<file path="src/include/decode_defines.svh">
`default_nettype none
`ifndef DECODE_DEFINES_SVH
`define DECODE_DEFINES_SVH

// field window handed from the classifier to the separator
`define DISP_IMM_BITS 64
`define IMM_BITS 48
`define DISP_BITS 32

// instruction bytes on the input, byte 0 is the opcode
`define INSN_BYTES 10

// byte counts and instruction length
`define BYTE_CNT_BITS 4

`endif
`default_nettype wire

</file>
<file path="src/design/x86_field_pkg.sv">
`default_nettype none

package x86_field_pkg;

   // decoded opcode class
   typedef enum logic [2:0] {
      OPC_ALU_RM      = 3'd0,
      OPC_ALU_IMM     = 3'd1,
      OPC_MOV_IMM     = 3'd2,
      OPC_JMP_REL     = 3'd3,
      OPC_JMP_FAR     = 3'd4,
      OPC_UNSUPPORTED = 3'd5
   } opc_class_e;

   // operand size, value is the byte count
   typedef enum logic [2:0] {
      SIZE_BYTE  = 3'd1,
      SIZE_WORD  = 3'd2,
      SIZE_DWORD = 3'd4
   } size_e;

   // supported one-byte opcodes
   typedef enum logic [7:0] {
      OP_ADD_EB_GB  = 8'h00,
      OP_ADD_EV_GV  = 8'h01,
      OP_ADD_GB_EB  = 8'h02,
      OP_ADD_GV_EV  = 8'h03,
      OP_GRP1_EB_IB = 8'h80,
      OP_GRP1_EV_IV = 8'h81,
      OP_GRP1_EV_IB = 8'h83,
      OP_MOV_RB_IB  = 8'hB0,
      OP_MOV_RV_IV  = 8'hB8,
      OP_MOV_EB_IB  = 8'hC6,
      OP_MOV_EV_IV  = 8'hC7,
      OP_JMP_REL32  = 8'hE9,
      OP_JMP_FAR    = 8'hEA,
      OP_JMP_REL8   = 8'hEB
   } opcode_e;

   typedef struct packed {
      logic [1:0] mode;
      logic [2:0] reg_op;
      logic [2:0] rm;
   } modrm_t;

endpackage

`default_nettype wire

</file>
<file path="src/design/decode_ctrl_pkg.sv">
`default_nettype none

package decode_ctrl_pkg;

   // occupancy of the single decode stage
   typedef enum logic {
      ST_EMPTY = 1'b0,
      ST_FULL  = 1'b1
   } stage_state_e;

endpackage

`default_nettype wire

</file>
<file path="src/design/field_info_if.sv">
`timescale 1ns/100ps
`include "decode_defines.svh"
`default_nettype none

// field layout from the classifier to the separator, purely combinational
interface field_info_if
   import x86_field_pkg::*;
();

   // byte after the opcode or ModRM sits in the top byte
   logic [`DISP_IMM_BITS-1:0] window;
   logic [`BYTE_CNT_BITS-1:0] imm_bytes;
   logic [`BYTE_CNT_BITS-1:0] disp_bytes;
   size_e                     size;

   modport source (
      output window,
      output imm_bytes,
      output disp_bytes,
      output size
   );

   modport sink (
      input window,
      input imm_bytes,
      input disp_bytes,
      input size
   );

endinterface

`default_nettype wire

</file>
<file path="src/design/byte_shifter_right.sv">
`timescale 1ns/100ps
`default_nettype none

// right shift by whole bytes, vacated upper bytes read as zero
module byte_shifter_right #(
   parameter int BYTES = 8
) (
   input  wire logic [BYTES*8-1:0] in,
   input  wire logic [2:0]         amount,
   output logic [BYTES*8-1:0]      out
);

   always_comb begin
      out = '0;
      for (int i = 0; i < BYTES; i++) begin
         // output byte i takes input byte i + amount when it exists
         for (int j = i; j < BYTES; j++) begin
            if (j - i == int'(amount)) begin
               out[8*i +: 8] = in[8*j +: 8];
            end
         end
      end
   end

endmodule

`default_nettype wire

</file>
<file path="src/design/opcode_classifier.sv">
`timescale 1ns/100ps
`include "decode_defines.svh"
`default_nettype none

module opcode_classifier
   import x86_field_pkg::*;
(
   input  wire logic [`INSN_BYTES*8-1:0] insn_bytes,
   input  wire logic                     opsize_ovr,
   field_info_if.source                  info,
   output opc_class_e                    opc_class,
   output logic [`BYTE_CNT_BITS-1:0]     length
);

   localparam int CW        = `BYTE_CNT_BITS;
   localparam int WIN_BYTES = `DISP_IMM_BITS / 8;

   logic [7:0]                opcode;
   modrm_t                    modrm;
   logic                      has_modrm;
   logic                      need_sib;
   logic                      supported;
   logic [CW-1:0]             disp_len;
   logic [CW-1:0]             imm_len;
   logic [CW-1:0]             full_imm_len;
   opc_class_e                op_class;
   size_e                     op_size;
   size_e                     dflt_size;
   logic [`DISP_IMM_BITS-1:0] field_win;

   assign opcode = insn_bytes[7:0];
   assign modrm  = modrm_t'(insn_bytes[15:8]);

   // 32-bit default, override drops to 16
   assign dflt_size    = opsize_ovr ? SIZE_WORD : SIZE_DWORD;
   assign full_imm_len = opsize_ovr ? CW'(2) : CW'(4);

   always_comb begin
      op_class  = OPC_UNSUPPORTED;
      op_size   = dflt_size;
      has_modrm = 1'b0;
      imm_len   = '0;
      case (opcode)
         OP_ADD_EB_GB, OP_ADD_GB_EB: begin
            op_class  = OPC_ALU_RM;
            op_size   = SIZE_BYTE;
            has_modrm = 1'b1;
         end
         OP_ADD_EV_GV, OP_ADD_GV_EV: begin
            op_class  = OPC_ALU_RM;
            has_modrm = 1'b1;
         end
         OP_GRP1_EB_IB, OP_MOV_EB_IB: begin
            op_class  = (opcode == OP_MOV_EB_IB) ? OPC_MOV_IMM : OPC_ALU_IMM;
            op_size   = SIZE_BYTE;
            has_modrm = 1'b1;
            imm_len   = CW'(1);
         end
         OP_GRP1_EV_IV, OP_MOV_EV_IV: begin
            op_class  = (opcode == OP_MOV_EV_IV) ? OPC_MOV_IMM : OPC_ALU_IMM;
            has_modrm = 1'b1;
            imm_len   = full_imm_len;
         end
         OP_GRP1_EV_IB: begin
            // ib gets sign-extended to the operand size
            op_class  = OPC_ALU_IMM;
            has_modrm = 1'b1;
            imm_len   = CW'(1);
         end
         OP_JMP_REL32: begin
            op_class = OPC_JMP_REL;
            imm_len  = full_imm_len;
         end
         OP_JMP_REL8: begin
            op_class = OPC_JMP_REL;
            op_size  = SIZE_DWORD;
            imm_len  = CW'(1);
         end
         OP_JMP_FAR: begin
            // offset plus 16-bit selector
            op_class = OPC_JMP_FAR;
            imm_len  = full_imm_len + CW'(2);
         end
         default: begin
            // mov reg, imm with the register in the low 3 bits
            if ({opcode[7:3], 3'b000} == OP_MOV_RB_IB) begin
               op_class = OPC_MOV_IMM;
               op_size  = SIZE_BYTE;
               imm_len  = CW'(1);
            end else if ({opcode[7:3], 3'b000} == OP_MOV_RV_IV) begin
               op_class = OPC_MOV_IMM;
               imm_len  = full_imm_len;
            end
         end
      endcase
   end

   // displacement length, 32-bit addressing only
   always_comb begin
      disp_len = '0;
      if (has_modrm) begin
         case (modrm.mode)
            2'b01:   disp_len = CW'(1);
            2'b10:   disp_len = CW'(4);
            2'b00:   disp_len = (modrm.rm == 3'b101) ? CW'(4) : CW'(0);
            default: disp_len = '0;
         endcase
      end
   end

   // memory form with rm 100 needs a SIB byte
   assign need_sib  = has_modrm && (modrm.mode != 2'b11) && (modrm.rm == 3'b100);
   assign supported = (op_class != OPC_UNSUPPORTED) && !need_sib;

   // top-aligned window starting after the opcode or ModRM
   always_comb begin
      for (int k = 0; k < WIN_BYTES; k++) begin
         field_win[`DISP_IMM_BITS-1-8*k -: 8] = has_modrm ? insn_bytes[8*(k+2) +: 8]
                                                          : insn_bytes[8*(k+1) +: 8];
      end
   end

   assign opc_class       = supported ? op_class : OPC_UNSUPPORTED;
   assign info.size       = op_size;
   assign info.window     = supported ? field_win : '0;
   assign info.imm_bytes  = supported ? imm_len : '0;
   assign info.disp_bytes = supported ? disp_len : '0;

   assign length = supported ? CW'(1) + CW'(has_modrm) + disp_len + imm_len : CW'(1);

endmodule

`default_nettype wire

</file>
<file path="src/design/imm_disp_separate.sv">
`timescale 1ns/100ps
`include "decode_defines.svh"
`default_nettype none

module imm_disp_separate
   import x86_field_pkg::*;
(
   field_info_if.sink           info,
   output logic [`IMM_BITS-1:0]  dec_imm,
   output logic [`DISP_BITS-1:0] dec_disp
);

   localparam int WIN_BYTES  = `DISP_IMM_BITS / 8;
   localparam int IMM_BYTES  = `IMM_BITS / 8;
   localparam int DISP_BYTES = `DISP_BITS / 8;

   logic [`DISP_IMM_BITS-1:0] swapped;
   logic [`DISP_IMM_BITS-1:0] imm_shifted;
   logic [`IMM_BITS-1:0]      imm_mask;
   logic [`IMM_BITS-1:0]      imm_ext;
   logic [`DISP_BITS-1:0]     disp_mask;
   logic [`DISP_BITS-1:0]     disp_masked;
   logic [`DISP_BITS-1:0]     disp_ext;
   logic [2:0]                imm_mask_amt;
   logic [2:0]                disp_mask_amt;
   logic                      imm_one;
   logic                      disp_one;
   logic                      disp_none;

   // little-endian view, first field byte in bits 7:0
   always_comb begin
      for (int k = 0; k < WIN_BYTES; k++) begin
         swapped[8*k +: 8] = info.window[`DISP_IMM_BITS-1-8*k -: 8];
      end
   end

   assign imm_mask_amt  = 3'(IMM_BYTES - int'(info.imm_bytes));
   assign disp_mask_amt = 3'(DISP_BYTES - int'(info.disp_bytes));

   // immediate starts right after the displacement
   byte_shifter_right #(.BYTES(WIN_BYTES)) u_imm_shift (
      .in     (swapped),
      .amount (info.disp_bytes[2:0]),
      .out    (imm_shifted)
   );

   byte_shifter_right #(.BYTES(IMM_BYTES)) u_imm_mask (
      .in     ({`IMM_BITS{1'b1}}),
      .amount (imm_mask_amt),
      .out    (imm_mask)
   );

   byte_shifter_right #(.BYTES(DISP_BYTES)) u_disp_mask (
      .in     ({`DISP_BITS{1'b1}}),
      .amount (disp_mask_amt),
      .out    (disp_mask)
   );

   assign imm_one   = (info.imm_bytes == `BYTE_CNT_BITS'(1));
   assign disp_one  = (info.disp_bytes == `BYTE_CNT_BITS'(1));
   assign disp_none = (info.disp_bytes == '0);

   // disp8 always widens to 32 bits
   assign disp_ext = disp_one ? {{(`DISP_BITS-8){swapped[7]}}, 8'h00} : '0;

   // one-byte immediate widens to the operand size
   always_comb begin
      imm_ext = '0;
      if (imm_one) begin
         case (info.size)
            SIZE_DWORD: imm_ext = {{(`IMM_BITS-32){1'b0}}, {24{imm_shifted[7]}}, 8'h00};
            SIZE_WORD:  imm_ext = {{(`IMM_BITS-16){1'b0}}, {8{imm_shifted[7]}}, 8'h00};
            default:    imm_ext = '0;
         endcase
      end
   end

   assign disp_masked = swapped[`DISP_BITS-1:0] & disp_mask;

   assign dec_imm  = (imm_shifted[`IMM_BITS-1:0] & imm_mask) | imm_ext;
   assign dec_disp = disp_none ? '0 : (disp_masked | disp_ext);

endmodule

`default_nettype wire

</file>
<file path="src/design/decode_pipe.sv">
`timescale 1ns/100ps
`include "decode_defines.svh"
`default_nettype none

module decode_pipe
   import x86_field_pkg::*;
   import decode_ctrl_pkg::*;
(
   input  wire logic                      clk,
   input  wire logic                      arst_n,
   input  wire logic                      in_valid,
   input  wire logic                      stall,
   input  wire opc_class_e                in_class,
   input  wire size_e                     in_size,
   input  wire logic [`BYTE_CNT_BITS-1:0] in_length,
   input  wire logic [`IMM_BITS-1:0]      in_imm,
   input  wire logic [`DISP_BITS-1:0]     in_disp,
   output logic                           dec_valid,
   output opc_class_e                     dec_class,
   output size_e                          dec_size,
   output logic [`BYTE_CNT_BITS-1:0]      dec_length,
   output logic [`IMM_BITS-1:0]           dec_imm,
   output logic [`DISP_BITS-1:0]          dec_disp
);

   stage_state_e state_q;

   // stall freezes the stage, otherwise follow in_valid
   always_ff @(posedge clk or negedge arst_n) begin
      if (!arst_n) begin
         state_q <= ST_EMPTY;
      end else if (!stall) begin
         state_q <= in_valid ? ST_FULL : ST_EMPTY;
      end
   end

   // outputs read as zero straight out of reset
   always_ff @(posedge clk or negedge arst_n) begin
      if (!arst_n) begin
         dec_class  <= opc_class_e'(3'd0);
         dec_size   <= size_e'(3'd0);
         dec_length <= '0;
         dec_imm    <= '0;
         dec_disp   <= '0;
      end else if (in_valid && !stall) begin
         dec_class  <= in_class;
         dec_size   <= in_size;
         dec_length <= in_length;
         dec_imm    <= in_imm;
         dec_disp   <= in_disp;
      end
   end

   assign dec_valid = (state_q == ST_FULL);

endmodule

`default_nettype wire

</file>
<file path="src/design/x86_decode_s0_top.sv">
`timescale 1ns/100ps
`include "decode_defines.svh"
`default_nettype none

module x86_decode_s0_top
   import x86_field_pkg::*;
(
   input  wire logic                      clk,
   input  wire logic                      arst_n,
   input  wire logic                      insn_valid,
   input  wire logic [`INSN_BYTES*8-1:0]  insn_bytes,
   input  wire logic                      opsize_ovr,
   input  wire logic                      stall,
   output logic                           dec_valid,
   output opc_class_e                     dec_class,
   output size_e                          dec_size,
   output logic [`BYTE_CNT_BITS-1:0]      dec_length,
   output logic [`IMM_BITS-1:0]           dec_imm,
   output logic [`DISP_BITS-1:0]          dec_disp
);

   opc_class_e                cls_class;
   logic [`BYTE_CNT_BITS-1:0] cls_length;
   logic [`IMM_BITS-1:0]      sep_imm;
   logic [`DISP_BITS-1:0]     sep_disp;

   field_info_if field_info ();

   opcode_classifier u_classifier (
      .insn_bytes (insn_bytes),
      .opsize_ovr (opsize_ovr),
      .info       (field_info.source),
      .opc_class  (cls_class),
      .length     (cls_length)
   );

   imm_disp_separate u_separate (
      .info     (field_info.sink),
      .dec_imm  (sep_imm),
      .dec_disp (sep_disp)
   );

   decode_pipe u_pipe (
      .clk        (clk),
      .arst_n     (arst_n),
      .in_valid   (insn_valid),
      .stall      (stall),
      .in_class   (cls_class),
      .in_size    (field_info.size),
      .in_length  (cls_length),
      .in_imm     (sep_imm),
      .in_disp    (sep_disp),
      .dec_valid  (dec_valid),
      .dec_class  (dec_class),
      .dec_size   (dec_size),
      .dec_length (dec_length),
      .dec_imm    (dec_imm),
      .dec_disp   (dec_disp)
   );

endmodule

`default_nettype wire

</file>
<file path="config.mk">
export PLATFORM = sky130hd
export DESIGN_NAME = x86_decode_s0_top
export DESIGN_NICKNAME = d
export VERILOG_FILES = /design/src/design/x86_field_pkg.sv /design/src/design/decode_ctrl_pkg.sv /design/src/design/field_info_if.sv /design/src/design/byte_shifter_right.sv /design/src/design/opcode_classifier.sv /design/src/design/imm_disp_separate.sv /design/src/design/decode_pipe.sv /design/src/design/x86_decode_s0_top.sv
export VERILOG_INCLUDE_DIRS = /design/src /design/src/include
export SDC_FILE = /design/constraint.sdc
export NUM_CORES = 1
export LEC_CHECK = 0
export ABC_CLOCK_PERIOD_IN_PS = 1700
export BUFFER_PORTS_ARGS = -buffer_cell sky130_fd_sc_hd__clkbuf_2
export CAP_MARGIN = 20
export CORE_MARGIN = 2
export CORE_UTILIZATION = 25
export CTS_BUF_LIST = sky130_fd_sc_hd__clkbuf_4
export DETAILED_ROUTE_END_ITERATION = 12
export HOLD_SLACK_MARGIN = 0.1
export PLACE_DENSITY_LB_ADDON = 0.2
export SLEW_MARGIN = 20
export SYNTH_ARGS = -nofsm -noshare
export SYNTH_HDL_FRONTEND = slang
export SYNTH_SLANG_ARGS = --single-unit
</file>
<file path="constraint.sdc">
create_clock -name clk -period 1.7 [get_ports clk]
set_clock_uncertainty 0.05 [all_clocks]
set_input_delay 0.085 -clock clk [delete_from_list [all_inputs] [get_ports clk]]
set_output_delay 0.085 -clock clk [all_outputs]
set_load 0.05 [all_outputs]
</file>
* After elaboration in Yosys (flattened, before gate mapping)
Cells that the tools add are included.
Operators by class: add/sub/neg operators 6, equal/unequal tests 38, multiplexer cells 77, bitwise gates (word level) 4, reductions and logical operators 21
Operator list (count):
- $mux 8 | 51
- $eq 8x8->1 const B | 8
- $mux 32 | 2
- $mux 64 | 1
- $pmux 32 s2 | 1
- $and 48x48->48 | 1
- $mux 48 | 1
- $or 48x48->48 | 1
- $and 32x32->32 | 1
- $or 32x32->32 | 1
- $eq 3x3->1 const A | 10
- $mux 4 | 6
- $mux 3 | 7
- $pmux 3 s6 | 1
- $eq 8x2->1 const B | 2
- $pmux 4 s4 | 1
- $eq 2x3->1 const A | 4
- $pmux 4 s3 | 1
- $reduce_or 4->1 | 3
- $eq 5x5->1 const B | 2
- $eq 3x3->1 const B | 3
- $logic_not 3->1 | 3
- $pmux 3 s3 | 1
- $reduce_or 9->1 | 1
- 22 further kinds | 33
Word-level totals: flip-flop bits (word level) 91, input bits 85

* Longest topological paths before layout
depth after elaboration 20, mapped depth 20, gate-level depth less buffers 15

* Cells and area by module
Synthesis repeated with hierarchy kept, for this count alone.
Unflattened totals: cells, all modules 1134, area total of the unflattened synthesis 10627.7 um^2
Modules (own cells, without submodules):
- decode_pipe | instances 1, cells each 193, area each 3847.4 um^2, sequential area each 2277.2 um^2
- opcode_classifier | instances 1, cells each 328, area each 2326.0 um^2, sequential area each 0.0 um^2
- byte_shifter_right at u_separate.u_imm_shift | instances 1, cells each 229, area each 1869.3 um^2, sequential area each 0.0 um^2
- byte_shifter_right at u_separate.u_imm_mask | instances 1, cells each 152, area each 1159.9 um^2, sequential area each 0.0 um^2
- imm_disp_separate | instances 1, cells each 155, area each 847.1 um^2, sequential area each 0.0 um^2
- byte_shifter_right at u_separate.u_disp_mask | instances 1, cells each 77, area each 578.1 um^2, sequential area each 0.0 um^2

* Worst setup path after synthesis
No wires, ideal clock.
kind in2reg, start point in insn_bytes[7], end point reg u_pipe.dec_imm[16], arrival time 3.440 ns, data required time 1.518 ns, slack -1.922 ns, stages on the path 18, path buffers 6, cells stage by stage buf_2 > and4b_4 > nand3_1 > o211a_1 > a31o_2 > buf_6 > clkbuf_1 > or2_2 > inv_1 > ha_1 > clkbuf_1 > inv_1 > clkbuf_1 > nand2_1 > clkbuf_1 > nor2_1 > o311ai_0 > a21oi_1
Between the ends: cells in the longest elaborated chain, start to end 20, elaborated cells between the ends (all ways) 89, classes of those cells add/sub (1); eq/ne (27); mux (43); bitwise (2); reduce/logical (16)
Ends and longest elaborated chain:
- start, declared | line x86_decode_s0_top.sv:11 | input wire logic [`INSN_BYTES*8-1:0] insn_bytes,
- branches (longest 19 deep; another with $mux 8)
- $or 48x48->48 (*) | line imm_disp_separate.sv:80 | assign dec_imm = (imm_shifted[`IMM_BITS-1:0] & imm_mask) | imm_ext;
- end signal, assigned | line decode_pipe.sv:49 | dec_imm <= in_imm;
- end, declared | line decode_pipe.sv:22 | output logic [`IMM_BITS-1:0] dec_imm,
Every way passes the cells marked *. A chain may end at the register's enable or synchronous reset.

* Final worst setup path
start point in insn_bytes[3], end point reg u_pipe.dec_imm[23]
The elaborated chain is that of the path after synthesis.

==> reports/results.txt <==
The final reports fail on negative setup slack. The core region is 0.0242 sq mm. The first global-routing pass estimated 45800 um of wire. In this run the static leakage power is 4.90 nW. The die area was 0.0259 sq mm. The run gives 25.4% as the effective utilization at floorplan. Static timing analysis puts the maximum clock frequency at 395 MHz. The internal portion of the total power is 3.40 mW. The tool flagged a number of max-cap violations equal to 0.

The number of enable-type register cells in the synthesized netlist came out at 0. Counting tap cells, the placed design contains a total of 1322 instances. In the final layout, the share of cells above drive strength 1 is 51.0%. CTS built an H-tree with a depth of 3. The kind of start point of the critical path is a primary input. Ranked by total cell area, the synthesized netlist is headed by sky130_fd_sc_hd__dfrtp_1 (37%), sky130_fd_sc_hd__mux2i_1 (6.5%), sky130_fd_sc_hd__o21ai_0 (5.1%). Hold timing on the final database bottoms out at a slack of 0.101 ns.

In this run the power spent charging and discharging nets is 2.05 mW. In this run the tightest slew margin relative to its limit is 57.1%. At the worst endpoint, the required time is 2.06 ns. The number of sinks handled by clock tree synthesis was 91; the share of async-settable or async-resettable flops after synthesis was 100%. Summing the sequential cell areas from Yosys gives 36.9% of the chip area. The critical path ends at u_pipe.dec_imm[23]. For this run, design rule violations remaining after detail routing come to 0. The clock network fraction of design power is 24.4%. The die is 161 um tall.

In this run switching power makes up 37.6% of total power. For the met2 usage in global routing, the log shows 36.6%. Entering global routing, the biggest net connects 42 pins. Of all nets on the critical path, the largest fanout is 4.

The post-layout net count was 1191; the floorplan die width was 161 um. After clock tree synthesis, the clock-pin slew on the worst setup and hold paths is 0.16 ns. The logs give 1 for the number of antenna violations at the first check in global routing and 0.0107 sq mm for the post-route cell area.

The worst setup path is captured at a flop. The library cells used most frequently in the layout, excluding fill and tap cells, are sky130_fd_sc_hd__buf_4 (168), sky130_fd_sc_hd__clkbuf_2 (168), sky130_fd_sc_hd__dfrtp_1 (91). Maximum clock path buffer count: 2.

Once placement finished, the instance area stood at 0.00882 sq mm. 176 I/O pins were placed. The synthesized netlist occupies a cell area of 0.00617 sq mm. The power density over cell area came out at 509 mW/mm^2. The final hold violation count was 0; the combinational share of power was 32.7%. Setup violations remaining at the end of the flow were counted as 84.

Counting cells, the worst reg-to-reg path comes to 3. The gate count of the mapped netlist was 703. The detailed-routing iteration count for the pre-antenna-repair pass is 5, and the net count after synthesis is 796.

The shortest clock period the worst path allows after layout works out to 2.53 ns. The area growth from synthesis to layout is 73.8%. The smallest setup slack after layout was -0.832 ns; the via count of the first global-routing pass was 7424. The final weighted congestion of routability-driven global placement was 0.874; the detailed-route vias per instance was 5.24. Counting the buffers created by CTS gives 9. The global-route usage over all layers came out at 23.4%. The row count was 57; the final routed wire length divided by cell count was 21.5 um. Global routing consumed, on the met1 layer, 32.8% of the routing resources. The Yosys step of the flow raised 0 warnings.

The count of nets left with antenna violations once routing finished came out at 0. Averaged over all synthesized cells, the footprint is 8.77 sq um. Data on the critical path arrives at its endpoint at 2.89 ns. The flow ran to the end, but the final reports show violations. The tools report the final design utilization as 44.2%.

For this run, the leading register cell type out of synthesis is sky130_fd_sc_hd__dfrtp_1. Final global-route overflow total: 0. After the flow finishes, the layout carries non-filler instances totaling 1430. For the total negative slack, the log shows -45.90 ns.

In this run the critical register-to-register path is launched from u_pipe.dec_valid. The total number of vias was 7500. The classification of the worst-slack hold path is in2async. In this run, the number of DRC markers left after iteration 0 of detailed routing was 556. The path type of the worst setup path is in2reg. At the pin with the least slew margin, the transition time is 0.644 ns.

After synthesis the netlist holds a flip-flop and latch count of 91. Sequential cells burn 42.9% of the power. The setup check on the worst reg-to-reg path leaves a slack of 0.49 ns. For met3 alone, demand over resource in global routing was 3.31%. Dividing the final minimum period by the clock period gives 149%.

The tools report the startpoint of the most critical setup path as insn_bytes[3]. The total half-perimeter wirelength after legalization and detailed placement is 22600 um. The endpoint of the worst register-to-register path was u_pipe.dec_valid. Leading area contributor after synthesis: sky130_fd_sc_hd__dfrtp_1. Synthesis instantiated 76 different standard cells from the library.

The final routed wirelength across all metal layers came out at 30700 um. Number of max-slew violations in the final report: 0. The area share of the largest cell type after synthesis came out at 36.9%.

The tree is rooted in a sky130_fd_sc_hd__clkbuf_4. Peak-usage layer in the global routing report: met2. VDD sags by at most 0.313 mV.

In this run the tool buffered the top-level ports with 175 buffer cells. At the later pin of the worst-skew pair, clock insertion delay measures 0.53 ns. Setup repair after global routing could not meet its margin everywhere. TritonCTS built the clock tree.
-- critical path: stages --
cell                       delay [ns]
sky130_fd_sc_hd__buf_6           0.09
sky130_fd_sc_hd__or4_4           0.53
sky130_fd_sc_hd__o21ai_4         0.14
sky130_fd_sc_hd__nand2_2         0.08
sky130_fd_sc_hd__a31o_4          0.22
sky130_fd_sc_hd__or2_4           0.26
sky130_fd_sc_hd__buf_6           0.13
sky130_fd_sc_hd__ha_4            0.17
sky130_fd_sc_hd__inv_2           0.06
sky130_fd_sc_hd__nand2_2         0.05
sky130_fd_sc_hd__a311o_1         0.32
sky130_fd_sc_hd__o221ai_2        0.15
sky130_fd_sc_hd__buf_6           0.16
sky130_fd_sc_hd__o31ai_4         0.08
sky130_fd_sc_hd__o32a_1          0.35
-- power groups by stage --
stage / registers (mW) / logic [mW] / clock network [mW]
floorplan: 2.65 / 0.476 / 0
global placement: 2.37 / 1.51 / 0
detailed placement: 2.37 / 1.52 / 0
CTS: 2.33 / 1.72 / 1.36
global route: 2.34 / 1.88 / 1.45
finish: 2.34 / 1.78 / 1.33
-- state kept, by name, summed over array words and instances (netlist names) --
signal             count
u_pipe.dec_size        3
u_pipe.dec_disp       32
u_pipe.dec_imm        48
u_pipe.dec_length      4
u_pipe.dec_class       3
u_pipe.dec_valid       1
-- cell families (layout without fill, tap and decap cells) --
logic type / count (synthesis) / in the layout / share of synthesized area (%)
muxes: 53 / 53 / 8.87
buffers and inverters: 71 / 469 / 5.70
DFF: 91 / 91 / 36.9
adders and majority gates: 8 / 8 / 1.87
and+or+nand+nor: 234 / 236 / 18.5
other: 0 / 3 / 0
AOI/OAI and AO/OA: 245 / 245 / 27.9
xor gates and xnor gates: 1 / 1 / 0.142
-- repair_timing --
action	4_1_cts	5_1_grt
pin swaps	35	57
endpoints found under the setup margin	84	84
hold buffers	46	0
resized for setup	161	78
gates cloned	6	0
buffers inserted	21	20
endpoints found under the hold margin	136	0
-- cells in the mapped netlist (7+ instances only) --
master                      count
sky130_fd_sc_hd__inv_1         10
sky130_fd_sc_hd__nand2_1       82
sky130_fd_sc_hd__and3_1        13
sky130_fd_sc_hd__a22o_1        23
sky130_fd_sc_hd__buf_6          8
sky130_fd_sc_hd__dfrtp_1       91
sky130_fd_sc_hd__nand3_1       25
sky130_fd_sc_hd__mux2_2        12
sky130_fd_sc_hd__o221ai_1      11
sky130_fd_sc_hd__mux2i_1       40
sky130_fd_sc_hd__nor2_1        45
sky130_fd_sc_hd__o211ai_1       8
sky130_fd_sc_hd__a221oi_1       8
sky130_fd_sc_hd__o21ai_0       63
sky130_fd_sc_hd__a22oi_1        7
sky130_fd_sc_hd__nor3_1        30
sky130_fd_sc_hd__a2bb2oi_1     10
sky130_fd_sc_hd__a31oi_1        9
sky130_fd_sc_hd__clkbuf_1      40
sky130_fd_sc_hd__buf_2          9
sky130_fd_sc_hd__a21oi_1       31
-- layout make-up --
type / instances / area (sq um)
diodes: 3 / 7.51
flip-flops and latches: 91 / 2280
clock inverters: 7 / 67.6
fillers: 2443 / 13500
well taps: 324 / 405
clock buffers: 9 / 67.6
repair buffers: 442 / 3490
multi-input cells: 543 / 4350
inverters: 11 / 56.3
-- metal layers --
layer / up-vias / routed length (um)
met5: - / 0
met4: 0 / 868
met3: 48 / 1950
met2: 329 / 14000
met1: 3670 / 13800
li1: 3453 / -
-- through the flow --
| stage | setup WS [ns] | power [mW] |
|---|---|---|
| after CTS | -0.808 | 5.41 |
| after floorplan | -1.49 | 3.13 |
| final | -0.832 | 5.45 |
| after global placement | -1.44 | 3.88 |
| after global routing | -0.914 | 5.68 |
| after detailed placement | -1.59 | 3.89 |
-- how the worst min path moves through the flow --
stage / startpoint / end / slack, ns / depth (start not counted)
after floorplan: arst_n / u_pipe.dec_class[0] / -0.26 / 0
after global placement: arst_n / u_pipe.dec_valid / -0.01 / 1
after detailed placement: arst_n / u_pipe.dec_valid / -0.01 / 1
after CTS: insn_bytes[70] / u_pipe.dec_imm[14] / 0.10 / 6
after global routing: insn_bytes[36] / u_pipe.dec_disp[20] / 0.13 / 5
final: arst_n / u_pipe.dec_disp[12] / 0.10 / 3
No activity file was read; power rests on OpenSTA's default activity.
